<file path="config.mk">
export PLATFORM = sky130hd
export DESIGN_NAME = valu_addsub
export DESIGN_NICKNAME = d
export VERILOG_FILES = /design/src/valu_pkg.sv /design/src/valu_addsub.sv
export VERILOG_INCLUDE_DIRS = /design/src
export SDC_FILE = /design/constraint.sdc
export NUM_CORES = 1
export LEC_CHECK = 0
export BUFFER_PORTS_ARGS = -buffer_cell sky130_fd_sc_hd__clkbuf_2
export CAP_MARGIN = 5
export CORE_UTILIZATION = 47
export DETAILED_ROUTE_END_ITERATION = 16
export PLACE_DENSITY_LB_ADDON = 0.3
export SYNTH_ARGS = -nofsm -noshare
export SYNTH_HDL_FRONTEND = slang
export SYNTH_SLANG_ARGS = --single-unit
</file>
<file path="constraint.sdc">
create_clock -name vclk -period 15.8
set_input_delay 0.79 -clock vclk [all_inputs]
set_output_delay 0.79 -clock vclk [all_outputs]
set_load 0.005 [all_outputs]
</file>
<file path="src/valu_defs.svh">
`ifndef VALU_DEFS_SVH
`define VALU_DEFS_SVH

// Operand and result width
`define VALU_DW 64

// Byte slices in one operand
`define VALU_NBYTES (`VALU_DW / 8)

// Lane widths selected by ww
`define VALU_LW8 8
`define VALU_LW16 16
`define VALU_LW32 32
`define VALU_LW64 64

// Shift amount bits taken from the low end of each rb lane
`define VALU_SH8_W 3
`define VALU_SH16_W 4
`define VALU_SH32_W 5
`define VALU_SH64_W 6

`endif

</file>
<file path="src/valu_pkg.sv">
`default_nettype none

`include "valu_defs.svh"

package valu_pkg;

	// Bit 0 is the MSB, lane 0 is the leftmost lane
	typedef logic [0:`VALU_DW-1] dword_t;

	// One bit per byte slice
	typedef logic [0:`VALU_NBYTES-1] lane_carry_t;

	// Function field of an R_ALU instruction
	typedef enum logic [0:5] {
		VNOP   = 6'b000000,
		VAND   = 6'b000001,
		VOR    = 6'b000010,
		VXOR   = 6'b000011,
		VNOT   = 6'b000100,
		VMOV   = 6'b000101,
		VADD   = 6'b000110,
		VSUB   = 6'b000111,
		VMULEU = 6'b001000,
		VMULOU = 6'b001001,
		VSLL   = 6'b001010,
		VSRL   = 6'b001011,
		VSRA   = 6'b001100,
		VRTTH  = 6'b001101
	} func_t;

	typedef enum logic [0:1] {
		W8  = 2'b00,
		W16 = 2'b01,
		W32 = 2'b10,
		W64 = 2'b11
	} width_t;

	typedef enum logic [0:5] {
		R_ALU = 6'b101010
	} major_op_t;

endpackage

`default_nettype wire

</file>
<file path="src/valu_addsub.sv">
`timescale 1ns/1ps
`default_nettype none

`include "valu_defs.svh"

module valu_addsub (
	input  logic             sub,
	input  valu_pkg::width_t ww,
	input  valu_pkg::dword_t ra,
	input  valu_pkg::dword_t rb,
	output valu_pkg::dword_t res
);

	valu_pkg::lane_carry_t cut;
	valu_pkg::dword_t      b_in;

	// Lowest byte of each lane, where the chain is broken
	always_comb begin
		case (ww)
			valu_pkg::W8:  cut = 8'b1111_1111;
			valu_pkg::W16: cut = 8'b0101_0101;
			valu_pkg::W32: cut = 8'b0001_0001;
			default:       cut = 8'b0000_0001;
		endcase
	end

	// Two's complement of rb with the per-lane carry below
	assign b_in = sub ? ~rb : rb;

	// Ripple from the rightmost byte toward byte 0
	always_comb begin
		logic       c;
		logic [8:0] sum;
		c = sub;
		sum = '0;
		res = '0;
		for (int i = `VALU_NBYTES - 1; i >= 0; i--) begin
			if (cut[i]) begin
				c = sub;
			end
			sum = {1'b0, ra[i*`VALU_LW8 +: `VALU_LW8]}
				+ {1'b0, b_in[i*`VALU_LW8 +: `VALU_LW8]}
				+ {8'd0, c};
			res[i*`VALU_LW8 +: `VALU_LW8] = sum[7:0];
			c = sum[8];
		end
	end

endmodule

`default_nettype wire

</file>
==> flow_metrics.py <==
metrics = {
    "routing": {
        "ant_nets": 0,
        "drc": 0,
        "drtIter0Drc": 81,
        "first_pass_iters": 4,
        "vias": 3674,
        "avgViaCountPerCell": 5.279,
        "wl_mm": 8.706,
        "drt-wirelength-per-cell_microns": 12.51,
    },
    "power": {
        "p_leak_uw": 0.002319,
        "power_uw": 250.4,
        "pwr_density_cell_nw_per_um2": 57.94,
        "peakVddDrop_v": 0.00003207,
    },
    "synth": {
        "syn_nets": 630,
        "netlist.area_leader.share_pct": 20.94,
        "synthTopCellsByArea": "ha_1, xor2_1, fa_1",
        "synthSimpleGateAreaFrac_pct": 16.06,
        "synth_top_family_by_area": "adder cells",
        "synth_fa_ha_area_share_pct": 30.07,
        "synth_compound_area_share_pct": 20.40,
        "synth_cell_type_count": 41,
        "yosysTopAreaCell": "ha_1",
        "synthMuxAreaShare_pct": 1.028,
        "synth_xor_xnor_area_share_pct": 25.85,
        "netlist_area_sq_um": 3287,
        "yosysWarningCount": 0,
        "seq_area_frac_synth_pct": 0,
        "synth_area_per_cell_sq_um": 7.662,
        "syn_inst": 429,
    },
    "timing": {
        "tightestPinTransition_ps": 892.4,
        "fmax_ghz": 0.07078,
        "setup_viol": 0,
        "fin_hold_ws_ps": 1881,
        "min_period_over_period_pct": 89.42,
        "maxSlewHeadroom_pct": 40.05,
        "finalWorstPathRequiredPeriod_ps": 14130,
        "hold_viol_final": 0,
        "rsz0062_at_grt": "false",
        "tns_ps": 0,
        "slew_viol_final": 0,
    },
    "global_route": {
        "grt_antenna_before_repair": 0,
        "grt.overflow.total": 0,
        "grt_max_degree": 43,
        "top_usage_layer": "met2",
        "grt_pass1_wl_mm": 14.39,
        "use_met1_pct": 26.99,
        "groute.usage.overall_pct": 22.86,
        "grt_use_met2_pct": 44.51,
        "grt_pass1_vias": 3597,
        "gr-usage-met3_pct": 2.117,
    },
    "layout": {
        "post-route-util_pct": 63.96,
        "multi_input_area_sq_um": 3070,
        "final_cell_mix": "clkbuf_2, xor2_1, ha_1",
        "layout_commonest_cell": "clkbuf_2",
        "nClkBuffers": 0,
        "seq_area_sq_um": 0,
        "fin_nets": 819,
        "n_fill_cell": 627,
        "seq_cells": 0,
        "drive_above_1_share_pct": 32.31,
        "diodes": 0,
        "area_delta_synth_final_pct": 31.48,
    },
    "worst_hold_path": {
        "worst_hold_path_type": "input pin to primary output",
        "min_from": "rb[0]",
        "worstHoldEndpoint": "res[0]",
        "holdPathStages": 3,
    },
    "floorplanning": {
        "dieArea_sq_um": 7332,
        "rows": 30,
        "die_x_microns": 85.63,
        "ios": 195,
        "dieHeight_microns": 85.63,
        "core_area_sq_um": 6756,
        "start_util_pct": 48.65,
    },
    "setup_path": {
        "criticalPathCategory": "input pin to primary output",
        "cpMaxStageDelayCell": "buf_4",
        "crit_path_frequent_cell": "fa_1",
        "cp.required_ps": 15010,
        "worstPathArrival_ps": 13340,
        "endpoint_kind": "primary output",
        "critPathMaxStageDelay_ps": 500,
        "startpoint_type": "input pin",
        "path_max_fanout": 42,
    },
    "clocking": {
        "hold_buffers": 0,
        "post_cts_resized": 0,
        "postCtsSetupRepairBufs": 0,
    },
    "placed_design": {
        "place_hpwl_mm": 7.704,
        "io_buffers": 195,
        "gp_congestion": 0.9141,
    },
    "job": {
        "cap_violations": 0,
    },
    "outcome": {
        "status": "completed",
    },
}
==> worst max-delay path by stage <==
stage | startpoint | end | cells past startpoint
after floorplan | sub | res[62] | 60
after global placement | sub | res[62] | 60
after detailed placement | sub | res[62] | 60
after CTS | sub | res[62] | 60
after global routing | sub | res[62] | 60
final | sub | res[62] | 60
==> metrics by stage <==
step	setup slack (ps)	area (sq um)	std cells
6_report	1672	4322	696
3_5_place_dp	1707	4322	696
5_1_grt	704.9	4322	696
4_1_cts	1683	4322	696
3_3_place_gp	2139	4322	696
2_1_floorplan	3042	3287	429
==> synthesized netlist by cell type (4+ instances only) <==
library cell,count
o21a_1,22
xnor2_1,33
inv_1,44
buf_2,8
ha_1,55
nand3_1,12
o211ai_1,5
nand2_1,12
a21oi_1,15
o21ai_1,4
nand3b_1,4
nor2b_1,18
fa_1,15
o21ai_0,15
nor3_1,18
nor2_1,39
o31a_1,6
xor2_1,64
==> kinds of logic after synthesis <==
family | count (synthesis)
adders and majority gates | 70
muxes | 3
AOI/OAI and AO/OA | 96
xor gates and xnor gates | 97
and+or+nand+nor | 110
buffers and inverters | 53
==> critical path: cells and delay by family <==
family	cells	cell delay, ps
xor+xnor	2	390
fa+ha+maj	15	6030
simple gates	12	1440
compound gates	27	3850
buf+inv	4	790
==> metal layers <==
metal | wire [microns] | part of all wire, %
met5 | 0 | 0
met3 | 533 | 6.1
met4 | 200 | 2.3
met1 | 3690 | 42
met2 | 4282 | 49
==> layout make-up <==
| cell class | count | area share, % |
|---|---|---|
| Inverter | 44 | 3.822 |
| Multi-Input combinational cell | 376 | 71.05 |
| Tap cell | 80 | 2.316 |
| Timing Repair Buffer | 196 | 22.81 |
==> report_power, final <==
group | leakage, uW | switching [uW] | total (uW) | internal, uW
logic | 0.00232 | 126 | 250 | 124
clock network | 0 | 0 | 0 | 0
registers | 0 | 0 | 0 | 0
total | 0.00232 | 126 | 250 | 124
Power figures use the tool's default switching activity.
