==> src/valu_defs.svh <==
`ifndef VALU_DEFS_SVH
`define VALU_DEFS_SVH

// Operand and result width
`define VALU_DW 64

// Byte slices in one operand
`define VALU_NBYTES (`VALU_DW / 8)

// Lane widths selected by ww
`define VALU_LW8 8
`define VALU_LW16 16
`define VALU_LW32 32
`define VALU_LW64 64

// Shift amount bits taken from the low end of each rb lane
`define VALU_SH8_W 3
`define VALU_SH16_W 4
`define VALU_SH32_W 5
`define VALU_SH64_W 6

`endif

==> src/valu_pkg.sv <==
`default_nettype none

`include "valu_defs.svh"

package valu_pkg;

	// Bit 0 is the MSB, lane 0 is the leftmost lane
	typedef logic [0:`VALU_DW-1] dword_t;

	// One bit per byte slice
	typedef logic [0:`VALU_NBYTES-1] lane_carry_t;

	// Function field of an R_ALU instruction
	typedef enum logic [0:5] {
		VNOP   = 6'b000000,
		VAND   = 6'b000001,
		VOR    = 6'b000010,
		VXOR   = 6'b000011,
		VNOT   = 6'b000100,
		VMOV   = 6'b000101,
		VADD   = 6'b000110,
		VSUB   = 6'b000111,
		VMULEU = 6'b001000,
		VMULOU = 6'b001001,
		VSLL   = 6'b001010,
		VSRL   = 6'b001011,
		VSRA   = 6'b001100,
		VRTTH  = 6'b001101
	} func_t;

	typedef enum logic [0:1] {
		W8  = 2'b00,
		W16 = 2'b01,
		W32 = 2'b10,
		W64 = 2'b11
	} width_t;

	typedef enum logic [0:5] {
		R_ALU = 6'b101010
	} major_op_t;

endpackage

`default_nettype wire

==> src/valu_mult.sv <==
`timescale 1ns/1ps
`default_nettype none

`include "valu_defs.svh"

module valu_mult (
	input  logic             odd,
	input  valu_pkg::width_t ww,
	input  valu_pkg::dword_t ra,
	input  valu_pkg::dword_t rb,
	output valu_pkg::dword_t res
);

	// Lane 2p or 2p+1 feeds the double-width slot of pair p
	always_comb begin
		int lane;
		lane = 0;
		res = '0;
		case (ww)
			valu_pkg::W8: begin
				for (int p = 0; p < `VALU_DW / (2 * `VALU_LW8); p++) begin
					lane = 2 * p + int'(odd);
					res[p*2*`VALU_LW8 +: 2*`VALU_LW8] =
						16'(ra[lane*`VALU_LW8 +: `VALU_LW8])
						* 16'(rb[lane*`VALU_LW8 +: `VALU_LW8]);
				end
			end
			valu_pkg::W16: begin
				for (int p = 0; p < `VALU_DW / (2 * `VALU_LW16); p++) begin
					lane = 2 * p + int'(odd);
					res[p*2*`VALU_LW16 +: 2*`VALU_LW16] =
						32'(ra[lane*`VALU_LW16 +: `VALU_LW16])
						* 32'(rb[lane*`VALU_LW16 +: `VALU_LW16]);
				end
			end
			valu_pkg::W32: begin
				lane = int'(odd);
				res = 64'(ra[lane*`VALU_LW32 +: `VALU_LW32])
					* 64'(rb[lane*`VALU_LW32 +: `VALU_LW32]);
			end
			// No 64x64 product
			default: begin
				res = '0;
			end
		endcase
	end

endmodule

`default_nettype wire

==> config.mk <==
export PLATFORM = sky130hd
export DESIGN_NAME = valu_mult
export DESIGN_NICKNAME = d
export VERILOG_FILES = /design/src/valu_pkg.sv /design/src/valu_mult.sv
export VERILOG_INCLUDE_DIRS = /design/src
export SDC_FILE = /design/constraint.sdc
export NUM_CORES = 2
export LEC_CHECK = 0
export ABC_CLOCK_PERIOD_IN_PS = 18700
export BUFFER_PORTS_ARGS = -buffer_cell sky130_fd_sc_hd__buf_4
export CAP_MARGIN = 30
export CORE_MARGIN = 2
export CORE_UTILIZATION = 34
export DETAILED_ROUTE_END_ITERATION = 8
export PLACE_DENSITY = 0.52
export SYNTH_ARGS = -nofsm -noshare
export SYNTH_HDL_FRONTEND = slang
export SYNTH_SLANG_ARGS = --single-unit
==> constraint.sdc <==
create_clock -name vclk -period 18.7
set_input_delay 1.87 -clock vclk [all_inputs]
set_output_delay 1.87 -clock vclk [all_outputs]
set_load 0.02 [all_outputs]
==> flow_metrics.py <==
metrics = {
    "yosys": {
        "synth_compound_area_share_pct": 8.026,
        "synthSimpleGateAreaFrac_pct": 16.86,
        "synth_top_area_cell": "fa_1",
        "yosysWarningCount": 0,
        "synthXorXnorAreaFrac_pct": 2.169,
        "synthMuxAreaShare_pct": 0.3183,
        "ys_seq_area_share_pct": 0,
        "synth_area_sq_um": 59760,
        "synth_top_family_by_area": "adder cells",
        "ys_types": 80,
        "synth.top_cell.area_share_pct": 47.84,
        "syn_area_per_cell_sq_um": 8.131,
        "synth_area_leaders": "fa_1 (48%), ha_1 (13%), inv_1 (10%)",
        "synthAdderAreaFrac_pct": 60.72,
        "syn_inst": 7349,
        "synth_nets": 9523,
    },
    "floorplanning": {
        "io_pins": 195,
        "coreArea_sq_um": 174200,
        "die_area_sq_um": 179100,
        "die_h_um": 423.2,
        "initial_core_util_pct": 34.30,
        "row_count": 153,
        "die_x_um": 423.2,
    },
    "clock_tree": {
        "postCtsSetupBuffers": 0,
        "cts_hold_buf": 0,
        "cts_resized": 0,
    },
    "sta": {
        "period_minus_slack_ns": 14.34,
        "fin_crit_sh_pct": 76.68,
        "tightest_slew_ns": 1.094,
        "max_freq_ghz": 0.06974,
        "relSlewSlack_pct": 26.53,
        "hold_violations": 0,
        "tns_ns": 0,
        "rsz0062_at_grt": "no",
        "setup_violations": 0,
        "maxSlewViolCount": 0,
    },
    "global_routing": {
        "track_usage_pct": 28.65,
        "grt_pass1_wl_um": 373700,
        "antenna_found_initial": 16,
        "grt-ovfl-total": 0,
        "grt_max_degree": 167,
        "grt_pass1_vias": 53280,
    },
    "critical_path": {
        "critPathRequiredTime_ns": 16.83,
        "critPathKind": "in2out",
        "worstSetupEndpointType": "primary output",
        "critPathArrivalTime_ns": 12.47,
        "cp_max_fo": 103,
        "setup.worst_path.start_class": "input port",
        "crit_start": "odd",
    },
    "drt": {
        "drt_wl_total_um": 254500,
        "drtIter0Drc": 4893,
        "postRouteAntennaNets": 0,
        "via_count": 51520,
        "via_per_inst": 5.295,
        "post-route-drc-count": 0,
        "routedWlPerCell_um": 26.16,
        "dr.pass1.iters": 6,
    },
    "final_layout": {
        "layout.nets": 9576,
        "mostFrequentLayoutCell": "inv_1",
        "regArea_sq_um": 0,
        "flops_and_latches": 0,
        "syn2layout_area_growth_pct": 7.936,
        "n_clock_buffer": 0,
        "most-common-layout-cells": "inv_1 (1,598), fa_1 (1,428), nand2_1 (1,252), nor2_1 (918), ha_1 (615)",
        "drive_above_1_share_pct": 5.622,
        "fill_cells": 18310,
    },
    "worst_hold_path": {
        "hold_class": "in2out",
        "hp-start": "ww[0]",
    },
    "job": {
        "max_cap_violations": 0,
    },
    "placed_design": {
        "gp_congestion": 1.012,
        "dp_hpwl_um": 211700,
        "io_buffers": 195,
    },
    "status": {
        "status": "complete, no violations",
    },
}
synth_stat cells, types with 5 or more instances:
cell type     n
a221o_1       5
and2_1       33
nand3b_1      5
or3_1        18
nor2_1      920
nor3_1       23
fa_1       1428
o22ai_1      25
a41oi_1       5
a31oi_1      16
nor2b_1      69
o21ai_0     107
or2_2         8
clkbuf_1    268
a211oi_1     16
o21bai_1     29
ha_1        615
nand3_1      30
o221ai_1      9
buf_1        25
xnor2_1      90
xor2_1       58
o31ai_1       7
nand2b_1     76
o21a_1       52
o21ai_1      31
mux2i_1      19
a21oi_2       6
nand4_1      19
a21o_1       75
and3_1       17
a22oi_1       9
inv_1      1598
o211ai_1     10
o31a_1        5
a211o_1       7
nand2_1    1252
a21oi_1     299
layer usage:
metal  share of wire, %  track usage (%)  vias to the layer above
li1                   -                -                    22110
met1                 41            38.95                    26590
met2                 44            43.97                     2376
met3                8.5            4.673                      439
met4                6.5            14.62                        8
met5              0.019                0                        -
critical path, cell delays in order:
cell and delay (ns):
buf_8 0.38, buf_4 0.67, nor2b_1 0.14, a21oi_1 0.85
buf_4 0.36, nor2_1 0.09, fa_1 0.51, fa_1 0.56
inv_1 0.06, fa_1 0.45, fa_1 0.56, inv_1 0.07
fa_1 0.55, fa_1 0.44, fa_1 0.52, fa_1 0.46
ha_1 0.38, a21oi_1 0.20, o21bai_1 0.09, a21oi_1 0.31
a31oi_1 0.13, nor3_1 0.85, a21oi_1 0.36, a221o_1 0.46
a211oi_1 0.32, xor2_1 0.11, o22ai_1 0.27, buf_4 0.21
layout make-up:
| cell class | instances | area (sq um) | area share (%) |
|---|---|---|---|
| multi-input combinational | 5455 | 52820 | 81.90 |
| antenna | 5 | 12.51 | 0.01940 |
| tap | 2325 | 2909 | 4.510 |
| inverter | 1598 | 5998 | 9.300 |
| timing repair buffer | 347 | 2755 | 4.272 |
final timing paths:
kind	depth (start not counted)	to	slack (ns)
setup / recovery	28	res[60]	4.36
hold / removal	4	res[47]	4.41
logic make-up after synthesis:
group,Yosys count
fa+ha+maj,2043
xor+xnor,148
mux,19
simple gates,2484
buf+inv,1894
compound gates,761
per-stage QoR:
| stage | utilization (%) | instance area, sq um | hold slack, ns | instances | setup WS (ns) |
|---|---|---|---|---|---|
| floorplan | - | 59760 | 4.161 | 7349 | 7.038 |
| CTS | 36.97 | 64400 | 4.413 | 9722 | 4.635 |
| detailed placement | 36.97 | 64400 | 4.414 | 9722 | 4.690 |
| global route | 37.02 | 64490 | 4.440 | 9727 | 4.056 |
| global placement | 36.88 | 64250 | 4.408 | 9711 | 4.731 |
| finish | 37.02 | 64500 | 4.406 | 9730 | 4.361 |
