`src/valu_defs.svh`:
```
`ifndef VALU_DEFS_SVH
`define VALU_DEFS_SVH

// Operand and result width
`define VALU_DW 64

// Byte slices in one operand
`define VALU_NBYTES (`VALU_DW / 8)

// Lane widths selected by ww
`define VALU_LW8 8
`define VALU_LW16 16
`define VALU_LW32 32
`define VALU_LW64 64

// Shift amount bits taken from the low end of each rb lane
`define VALU_SH8_W 3
`define VALU_SH16_W 4
`define VALU_SH32_W 5
`define VALU_SH64_W 6

`endif

```
`src/valu_pkg.sv`:
```
`default_nettype none

`include "valu_defs.svh"

package valu_pkg;

	// Bit 0 is the MSB, lane 0 is the leftmost lane
	typedef logic [0:`VALU_DW-1] dword_t;

	// One bit per byte slice
	typedef logic [0:`VALU_NBYTES-1] lane_carry_t;

	// Function field of an R_ALU instruction
	typedef enum logic [0:5] {
		VNOP   = 6'b000000,
		VAND   = 6'b000001,
		VOR    = 6'b000010,
		VXOR   = 6'b000011,
		VNOT   = 6'b000100,
		VMOV   = 6'b000101,
		VADD   = 6'b000110,
		VSUB   = 6'b000111,
		VMULEU = 6'b001000,
		VMULOU = 6'b001001,
		VSLL   = 6'b001010,
		VSRL   = 6'b001011,
		VSRA   = 6'b001100,
		VRTTH  = 6'b001101
	} func_t;

	typedef enum logic [0:1] {
		W8  = 2'b00,
		W16 = 2'b01,
		W32 = 2'b10,
		W64 = 2'b11
	} width_t;

	typedef enum logic [0:5] {
		R_ALU = 6'b101010
	} major_op_t;

endpackage

`default_nettype wire

```
`src/valu_result_stage.sv`:
```
`timescale 1ns/1ps
`default_nettype none

module valu_result_stage (
	input  logic                clk,
	input  logic                rst_n,
	input  logic                issue,
	input  valu_pkg::major_op_t op_code,
	input  valu_pkg::func_t     r_ins,
	input  valu_pkg::dword_t    logic_res,
	input  valu_pkg::dword_t    addsub_res,
	input  valu_pkg::dword_t    shift_res,
	input  valu_pkg::dword_t    mult_res,
	output valu_pkg::dword_t    result,
	output logic                result_valid
);

	valu_pkg::dword_t sel_res;

	// Pick the unit that owns the function
	always_comb begin
		sel_res = '0;
		if (op_code == valu_pkg::R_ALU) begin
			case (r_ins)
				valu_pkg::VAND,
				valu_pkg::VOR,
				valu_pkg::VXOR,
				valu_pkg::VNOT,
				valu_pkg::VMOV,
				valu_pkg::VRTTH: sel_res = logic_res;
				valu_pkg::VADD,
				valu_pkg::VSUB: sel_res = addsub_res;
				valu_pkg::VSLL,
				valu_pkg::VSRL,
				valu_pkg::VSRA: sel_res = shift_res;
				valu_pkg::VMULEU,
				valu_pkg::VMULOU: sel_res = mult_res;
				default: sel_res = '0;
			endcase
		end
	end

	// One cycle from issue to result
	always_ff @(posedge clk or negedge rst_n) begin
		if (!rst_n) begin
			result       <= '0;
			result_valid <= 1'b0;
		end else begin
			result_valid <= issue;
			if (issue) begin
				result <= sel_res;
			end
		end
	end

endmodule

`default_nettype wire

```
`config.mk`:
```
export PLATFORM = sky130hd
export DESIGN_NAME = valu_result_stage
export DESIGN_NICKNAME = d
export VERILOG_FILES = /design/src/valu_pkg.sv /design/src/valu_result_stage.sv
export VERILOG_INCLUDE_DIRS = /design/src
export SDC_FILE = /design/constraint.sdc
export NUM_CORES = 1
export LEC_CHECK = 0
export ABC_AREA = 0
export BUFFER_PORTS_ARGS = -buffer_cell sky130_fd_sc_hd__buf_2
export CORE_AREA = 2 2 131 133
export CTS_CLUSTER_SIZE = 40
export DETAILED_ROUTE_END_ITERATION = 16
export DIE_AREA = 0 0 133 135
export PLACE_DENSITY = 0.69
export SLEW_MARGIN = 10
export SYNTH_ARGS = -nofsm -noshare
export SYNTH_HDL_FRONTEND = slang
export SYNTH_SLANG_ARGS = --single-unit
```
`constraint.sdc`:
```
create_clock -name clk -period 1.15 [get_ports clk]
set_input_delay 0.345 -clock clk [delete_from_list [all_inputs] [get_ports clk]]
set_output_delay 0.345 -clock clk [all_outputs]
set_load 0.005 [all_outputs]
```
==> metrics <==
Power per Cell Area=765 nW/um^2; Synth area leader=dfrtp_1; Buffers & Inverters on Critical Path=3; synthesized cell area=4760 sq um; fillers=roughly 1500; Core ar.=about 16000 sq um; die height=135 um; Critical R2R Launch=result[10]$_DFFE_PN0P_; Critical path origin=r_ins[1]; cell family contributing the most delay on the critical path=compound AO/OA/AOI/OAI gates; I/O Buffers=roughly 340; Fmax=approximately 680 MHz; Crit Path Class=in -> reg; most frequent cells after synthesis=a22oi_2 (83), dfrtp_1 (65), nand2b_1 (65), a221oi_1 (64), nor2b_1 (64); async set-reset flop share out of synthesis=100%; clk_lat worst skew=330 ps; Hold Crit Class=in -> reg; post-synthesis instance total=approximately 450; flops & latches, synth=between 60 and 70; endpoints failing hold=0; placer congestion estimate=approximately 0.8; antenna-violating nets left=0; chip width=between 100 and 150 um; Syn Area/Cell=between 10 and 15 sq um; non-filler cells, final=between 1000 and 1500; synth-to-layout area growth=72.5%; first-pass iteration count of the detailed router=4; first-pass GRT wire length=a little over 30 mm; WL per Instance=roughly 19 um; Clock Path Buffers=2; hpwl dp=13.8 mm; Slew @ Worst Pin=roughly 400 ps; final worst-path cycle share=128%; met3 usage in global routing=between 4 and 5%; RSZ-0062 raised after global routing=true; Seq/Total Area, Yosys=approximately a third; CTS sink count=between 60 and 70; fraction of layout cells with a size suffix above 1=67.8%; CTS HTree Levels=3; Setup Skew=0 ps; via density per instance=a little over 5; clock root cell=clkbuf_16; Pwr Total=0.00628 W; Synth top area share=around a third; Crit. End Element=register; Starting Density=29.0%; CP startpoint kind=primary input; Yosys Warn Count=0; WHS=between 200 and 300 ps; number of flops mapped to enable cells by yosys=0; Slowest-stage cell, CP=or3b_4; Setup Total Neg Slack=-20700 ps; pin count of the biggest net entering global routing=roughly 40; placed cells=998; Most common cell on crit path=buf_8; CP max stage delay=400 ps; top-count cell post-synth=a22oi_2; Rel. slew slack=73.5%; met1 global-route usage=25.9%; vias in the first global route=5604; Remaining DRCs=0; CP required=roughly 1400 ps; TritonCTS Buffers=9; crit-path cells=buf_8, or3b_4, a211oi_4, buf_12, buf_8, a22oi_1, a22oi_2; initial drt markers=between 200 and 250; maximum vdd drop=0.000750 V; GRT busiest layer=met2; row count=47; Area contributors post-synth=dfrtp_1 (34%), a22oi_2 (22%), a221oi_1 (12%); top_reg_cell synth=dfrtp_1; Ports=roughly 340; failing checks=setup timing; final worst setup slack=-322 ps; CTS tree=done; vias post-DR=5500; met2 usage=39.1%; initial antenna violation count=1; Arrival @ worst endpoint=roughly 1700 ps; WL final=about 20 mm; Die ar.=around 18000 sq um; Crit Path Max Fanout=8; leakage=~3.6 nW; clock slew at reported path FFs=roughly 60 ps; Max-Cap Viols=0; nets@finish=1118; Mapped Nets=between 700 and 800; status=finished, violations left; # setup viols final=approximately 130; Netlist cell types=24; total gr overflow=0; final critical-path required period=about 1500 ps; GRT Util Overall=between 20 and 25%; fin. max-slew vios=0; hold wc startpoint=shift_res[10]
what timing repair did:
| action | 4_1_cts | 5_1_grt |
|---|---|---|
| hold buffers | 1 | 0 |
| gates resized for setup | 42 | 33 |
| pin swaps | 18 | 26 |
| setup endpoints to repair | 129 | 129 |
| gates cloned | 8 | 2 |
| setup buffers | 49 | 3 |
| endpoints found under the hold margin | 37 | 0 |
layer usage:
layer	share of wire, %	vias to the layer above
li1	-	2575
met1	41	2642
met2	51	268
met3	6.9	15
met4	1.5	0
met5	0	-
power breakdown:
part / switching (W) / internal [W] / leakage, nW / total [W]
sequential: 0.000000640 / 0.00229 / 0.906 / 0.00229
combinational: 0.000535 / 0.000648 / 2.50 / 0.00118
clock: 0.00103 / 0.00178 / 0.148 / 0.00281
through the flow:
step           instance area (sq um)  utilization [%]  setup WS [ps]
4_1_cts                         8070             49.2           -312
5_1_grt                         8220             50.1           -370
2_1_floorplan                   4820                -           -624
3_5_place_dp                    6990             42.6           -787
3_3_place_gp                    6990             42.6           -726
6_report                        8220             50.1           -322
cells by family (layout without fill, tap and decap cells):
group / count (synthesis) / after routing / synth area share (%)
AOI/OAI and AO/OA: 196 / 196 / 41.8
buffers and inverters: 48 / 451 / 5.30
DFF: 65 / 65 / 34.1
muxes: 1 / 1 / 0.236
other: 0 / 1 / 0
and+or+nand+nor: 138 / 138 / 18.5
final timing paths:
kind | endpoint | slack, ps | depth (start not counted)
worst max-delay path | result[29]$_DFFE_PN0P_ | -320 | 7
worst min-delay path | result[10]$_DFFE_PN0P_ | 290 | 3
worst max register to register | result[10]$_DFFE_PN0P_ | -40 | 4
worst min register to register | result[42]$_DFFE_PN0P_ | 580 | 2
max in group asynchronous | result[39]$_DFFE_PN0P_ | 210 | 3
min in group asynchronous | result[7]$_DFFE_PN0P_ | 550 | 3
placed cells by master, fill, tap and decap left out, drive strengths merged, types with 2 or more instances in the layout:
| cell type | n |
|---|---|
| a211oi | 2 |
| a221oi | 64 |
| a22oi | 128 |
| buf | 430 |
| clkbuf | 14 |
| clkinv | 2 |
| dfrtp | 65 |
| inv | 2 |
| nand2b | 65 |
| nor2b | 64 |
| nor4 | 2 |
worst register-to-register path, delay by kind of cell, from the launching register on:
family / cells / cell delay (ps)
AO/OA/AOI/OAI: 2 / 410
flip-flops: 1 / 390
AND/OR/NAND/NOR: 1 / 120
buffers and inverters: 1 / 140
sequential cells by signal, indices dropped and copies added (netlist names):
| register | count |
|---|---|
| result | 64 |
| result_valid | 1 |
final cells by class:
cell class,instances,area (sq um),share of cell area [%]
multi-input cells,335,3110,37.9
repair buffers,434,2900,35.3
flip-flops and latches,65,1630,19.8
well taps,220,275,3.35
clock buffers,12,256,3.12
clock inverters,3,40.0,0.487
inverters,2,7.51,0.0913
diodes,1,2.50,0.0304
(Power assumes the default switching activity.)
