===== src/valu_defs.svh =====
`ifndef VALU_DEFS_SVH
`define VALU_DEFS_SVH

// Operand and result width
`define VALU_DW 64

// Byte slices in one operand
`define VALU_NBYTES (`VALU_DW / 8)

// Lane widths selected by ww
`define VALU_LW8 8
`define VALU_LW16 16
`define VALU_LW32 32
`define VALU_LW64 64

// Shift amount bits taken from the low end of each rb lane
`define VALU_SH8_W 3
`define VALU_SH16_W 4
`define VALU_SH32_W 5
`define VALU_SH64_W 6

`endif


===== src/valu_pkg.sv =====
`default_nettype none

`include "valu_defs.svh"

package valu_pkg;

	// Bit 0 is the MSB, lane 0 is the leftmost lane
	typedef logic [0:`VALU_DW-1] dword_t;

	// One bit per byte slice
	typedef logic [0:`VALU_NBYTES-1] lane_carry_t;

	// Function field of an R_ALU instruction
	typedef enum logic [0:5] {
		VNOP   = 6'b000000,
		VAND   = 6'b000001,
		VOR    = 6'b000010,
		VXOR   = 6'b000011,
		VNOT   = 6'b000100,
		VMOV   = 6'b000101,
		VADD   = 6'b000110,
		VSUB   = 6'b000111,
		VMULEU = 6'b001000,
		VMULOU = 6'b001001,
		VSLL   = 6'b001010,
		VSRL   = 6'b001011,
		VSRA   = 6'b001100,
		VRTTH  = 6'b001101
	} func_t;

	typedef enum logic [0:1] {
		W8  = 2'b00,
		W16 = 2'b01,
		W32 = 2'b10,
		W64 = 2'b11
	} width_t;

	typedef enum logic [0:5] {
		R_ALU = 6'b101010
	} major_op_t;

endpackage

`default_nettype wire


===== src/valu_bitwise.sv =====
`timescale 1ns/1ps
`default_nettype none

`include "valu_defs.svh"

module valu_bitwise (
	input  valu_pkg::func_t  func,
	input  valu_pkg::width_t ww,
	input  valu_pkg::dword_t ra,
	input  valu_pkg::dword_t rb,
	output valu_pkg::dword_t res
);

	valu_pkg::dword_t rtth;

	// Swap the two halves of every lane
	always_comb begin
		rtth = '0;
		case (ww)
			valu_pkg::W8: begin
				for (int i = 0; i < `VALU_DW / `VALU_LW8; i++) begin
					rtth[i*`VALU_LW8 +: `VALU_LW8] = {
						ra[i*`VALU_LW8 + `VALU_LW8/2 +: `VALU_LW8/2],
						ra[i*`VALU_LW8 +: `VALU_LW8/2]};
				end
			end
			valu_pkg::W16: begin
				for (int i = 0; i < `VALU_DW / `VALU_LW16; i++) begin
					rtth[i*`VALU_LW16 +: `VALU_LW16] = {
						ra[i*`VALU_LW16 + `VALU_LW16/2 +: `VALU_LW16/2],
						ra[i*`VALU_LW16 +: `VALU_LW16/2]};
				end
			end
			valu_pkg::W32: begin
				for (int i = 0; i < `VALU_DW / `VALU_LW32; i++) begin
					rtth[i*`VALU_LW32 +: `VALU_LW32] = {
						ra[i*`VALU_LW32 + `VALU_LW32/2 +: `VALU_LW32/2],
						ra[i*`VALU_LW32 +: `VALU_LW32/2]};
				end
			end
			default: begin
				rtth = {ra[`VALU_LW64/2 +: `VALU_LW64/2], ra[0 +: `VALU_LW64/2]};
			end
		endcase
	end

	always_comb begin
		case (func)
			valu_pkg::VAND:  res = ra & rb;
			valu_pkg::VOR:   res = ra | rb;
			valu_pkg::VXOR:  res = ra ^ rb;
			valu_pkg::VNOT:  res = ~ra;
			valu_pkg::VMOV:  res = ra;
			valu_pkg::VRTTH: res = rtth;
			default:         res = '0;
		endcase
	end

endmodule

`default_nettype wire


===== config.mk =====
export PLATFORM = sky130hd
export DESIGN_NAME = valu_bitwise
export DESIGN_NICKNAME = d
export VERILOG_FILES = /design/src/valu_pkg.sv /design/src/valu_bitwise.sv
export VERILOG_INCLUDE_DIRS = /design/src
export SDC_FILE = /design/constraint.sdc
export NUM_CORES = 1
export LEC_CHECK = 0
export ABC_CLOCK_PERIOD_IN_PS = 1500
export BUFFER_PORTS_ARGS = -buffer_cell sky130_fd_sc_hd__buf_2
export CAP_MARGIN = 25
export CORE_ASPECT_RATIO = 1.4
export CORE_MARGIN = 5
export CORE_UTILIZATION = 30
export DETAILED_ROUTE_END_ITERATION = 12
export PLACE_DENSITY_LB_ADDON = 0.3
export SLEW_MARGIN = 10
export SYNTH_ARGS = -nofsm -noshare
export SYNTH_HDL_FRONTEND = slang
export SYNTH_SLANG_ARGS = --single-unit

===== constraint.sdc =====
create_clock -name vclk -period 1.5
set_input_delay 0.15 -clock vclk [all_inputs]
set_output_delay 0.15 -clock vclk [all_outputs]
set_load 0.005 [all_outputs]

==> results.py <==
metrics = {
    "run_status": {
        "status": "finished with violations",
        "violations": "negative setup slack",
    },
    "job": {
        "cap_violations": 0,
    },
    "setup_path": {
        "worstPathArrival_ns": 1.45,
        "crit_type": "in -> out",
        "crit_path_max_fanout": 8,
        "cp_common_cell": "buf_12",
        "cp-start-kind": "primary input",
        "end_kind": "output port",
        "cp_top_family": "multiplexers",
        "critPathBufInv": 3,
        "critPathSlowestCell": "mux4_2",
        "path_cells": "buf_12 -> buf_12 -> mux4_2 -> a221o_1 -> buf_2",
        "worstPathRequired_ns": 1.35,
        "max_stage_delay_ns": 0.50,
    },
    "power": {
        "p_leak_nw": 4.95,
        "p_switching_w": 0.00113,
        "pwr-share-comb_pct": 100.0,
        "ir_worst_vdd_v": 0.0000976,
        "power_density_nw_per_um2": 244,
        "intPower_w": 0.00108,
        "pwr-share-clk_pct": 0,
        "swShare_pct": 51.2,
        "p_seq_share_pct": 0,
        "total_power_w": 0.00221,
    },
    "global_routing": {
        "first_global_vias": 6967,
        "overflow": 0,
        "grt_max_degree": 57,
        "grt.total_usage_pct": 21.3,
        "antenna_found_initial": 2,
        "grt_pass1_wl_mm": 40.9,
    },
    "timing": {
        "slew_viol_final": 0,
        "min_period_ns": 1.60,
        "max_freq_ghz": 0.623,
        "finalSetupViolCount": 56,
        "hold_viol": 0,
        "worst_slack_ns": -0.104,
        "tightest_slew_ns": 0.319,
        "grt_setup_unrepaired": "yes",
        "min_period_over_period_pct": 107,
        "max_slew_margin_pct": 78.6,
    },
    "drt": {
        "dr.pass1.iters": 5,
        "vias": 7313,
        "first_iter_violations": 549,
        "postRouteAntennaNets": 0,
        "drc": 0,
        "routed_wl_mm": 27.9,
        "vias_per_cell": 5.73,
        "wl_per_cell_um": 21.9,
    },
    "yosys": {
        "yosysWarnings": 0,
        "yosysUniqueCellTypes": 25,
        "syn-num-nets": 1039,
        "synth_top_area_cell": "ha_1",
        "synth_area_um2": 6300,
        "synthTopCellsByArea": "ha_1, mux4_2, mux2i_1",
        "synth-seq-area-share_pct": 0,
        "synth_cells": 775,
        "syn_avg_cell_area_um2": 8.13,
        "yosysTopAreaCellShare_pct": 25.4,
    },
    "cells_and_area": {
        "most-common-layout-cells": "buf_2, inv_1, ha_1",
        "final_cell_area_um2": 9020,
        "drive_gt1_share_pct": 40.7,
        "area_growth_pct": 43.2,
        "ff_latch_area_um2": 0,
        "clock_buffers": 0,
        "layout_commonest_cell": "buf_2",
        "nets": 1286,
        "design.seq.count": 0,
        "finish.utilization_pct": 43.7,
        "diodes": 0,
    },
    "placement": {
        "dp_slack_ns": -0.177,
        "port_buffers": 200,
        "dpl_cell_area_um2": 8130,
        "hpwl_mm": 21.0,
        "gp_congestion": 0.880,
    },
    "die": {
        "io_pins": 200,
        "dieArea_um2": 24100,
        "die_w_um": 133,
        "fp.dieH_um": 182,
        "start_util_pct": 30.5,
        "core_area_um2": 20600,
        "rows": 62,
    },
    "clocking": {
        "cts_hold_buf": 0,
    },
    "worst_hold_path": {
        "hold_path_class": "in -> out",
    },
}
[path summary, 6_finish.rpt]
check,cells past startpoint,slack (ns),start,to
worst max-delay path,5,-0.10,ww[1],res[14]
worst min-delay path,4,0.75,ra[25],res[25]
[Yosys cell counts]
cell / n
clkbuf_1: 27
nand3_1: 3
ha_1: 128
a21oi_1: 64
nand2b_1: 1
mux4_2: 64
a211o_1: 33
nand2_1: 4
a221o_1: 3
inv_2: 1
o22ai_1: 60
and3_1: 1
o21ai_1: 27
nor4_4: 2
nor2b_1: 1
buf_4: 8
mux2i_1: 60
inv_1: 128
a22oi_1: 27
buf_1: 4
a2bb2oi_1: 1
nor2_1: 97
buf_2: 23
o2bb2ai_1: 7
nor4_1: 1
[timing repair]
item	4_1_cts	5_1_grt
resized for setup	75	35
setup buffers	7	4
gates cloned	12	5
pin swaps	17	12
endpoints found under the setup margin	64	64
[through the flow]
step / setup TNS (ns) / cells / hold slack (ns)
6_report: -3.10 / 1276 / 0.754
5_1_grt: -7.45 / 1276 / 0.791
4_1_cts: -3.22 / 1269 / 0.753
3_5_place_dp: -8.38 / 1250 / 0.753
3_3_place_gp: -8.22 / 1250 / 0.755
2_1_floorplan: -0.636 / 775 / 0.396
[tightest hold or removal path, cell delays in order]
cell,delay (ns)
buf_2,0.15
nor2_1,0.11
a211o_1,0.10
buf_2,0.10
[per-layer routing]
layer | vias to the layer above | wire length, µm | track usage [%]
met1 | 3492 | 10500 | 25.8
met5 | - | 14 | 0
li1 | 3322 | - | -
met2 | 418 | 14000 | 37.8
met4 | 4 | 1180 | 7.24
met3 | 77 | 2220 | 3.99
[power groups by stage]
stage,clock [W],combinational [W],sequential [W]
after global routing,0,0.00238,0
final,0,0.00221,0
after floorplan,0,0.00109,0
after CTS,0,0.00214,0
after detailed placement,0,0.00196,0
after global placement,0,0.00194,0
[layout make-up]
cell class	count	area [µm²]
Fill cell	2062	11600
Multi-Input combinational cell	584	5730
Timing Repair Buffer	307	2490
Inverter	129	484
Tap cell	256	320
[cells by family (layout without fill, tap and decap cells)]
group                      Yosys count  in the layout  share of synthesized area [%]
adders and majority gates          128            128                           25.4
muxes                              124            124                           32.4
and+or+nand+nor                    110            110                           7.32
buffers and inverters              191            436                           12.3
AOI/OAI and AO/OA                  222            222                           22.6
(Power assumes the default switching activity.)
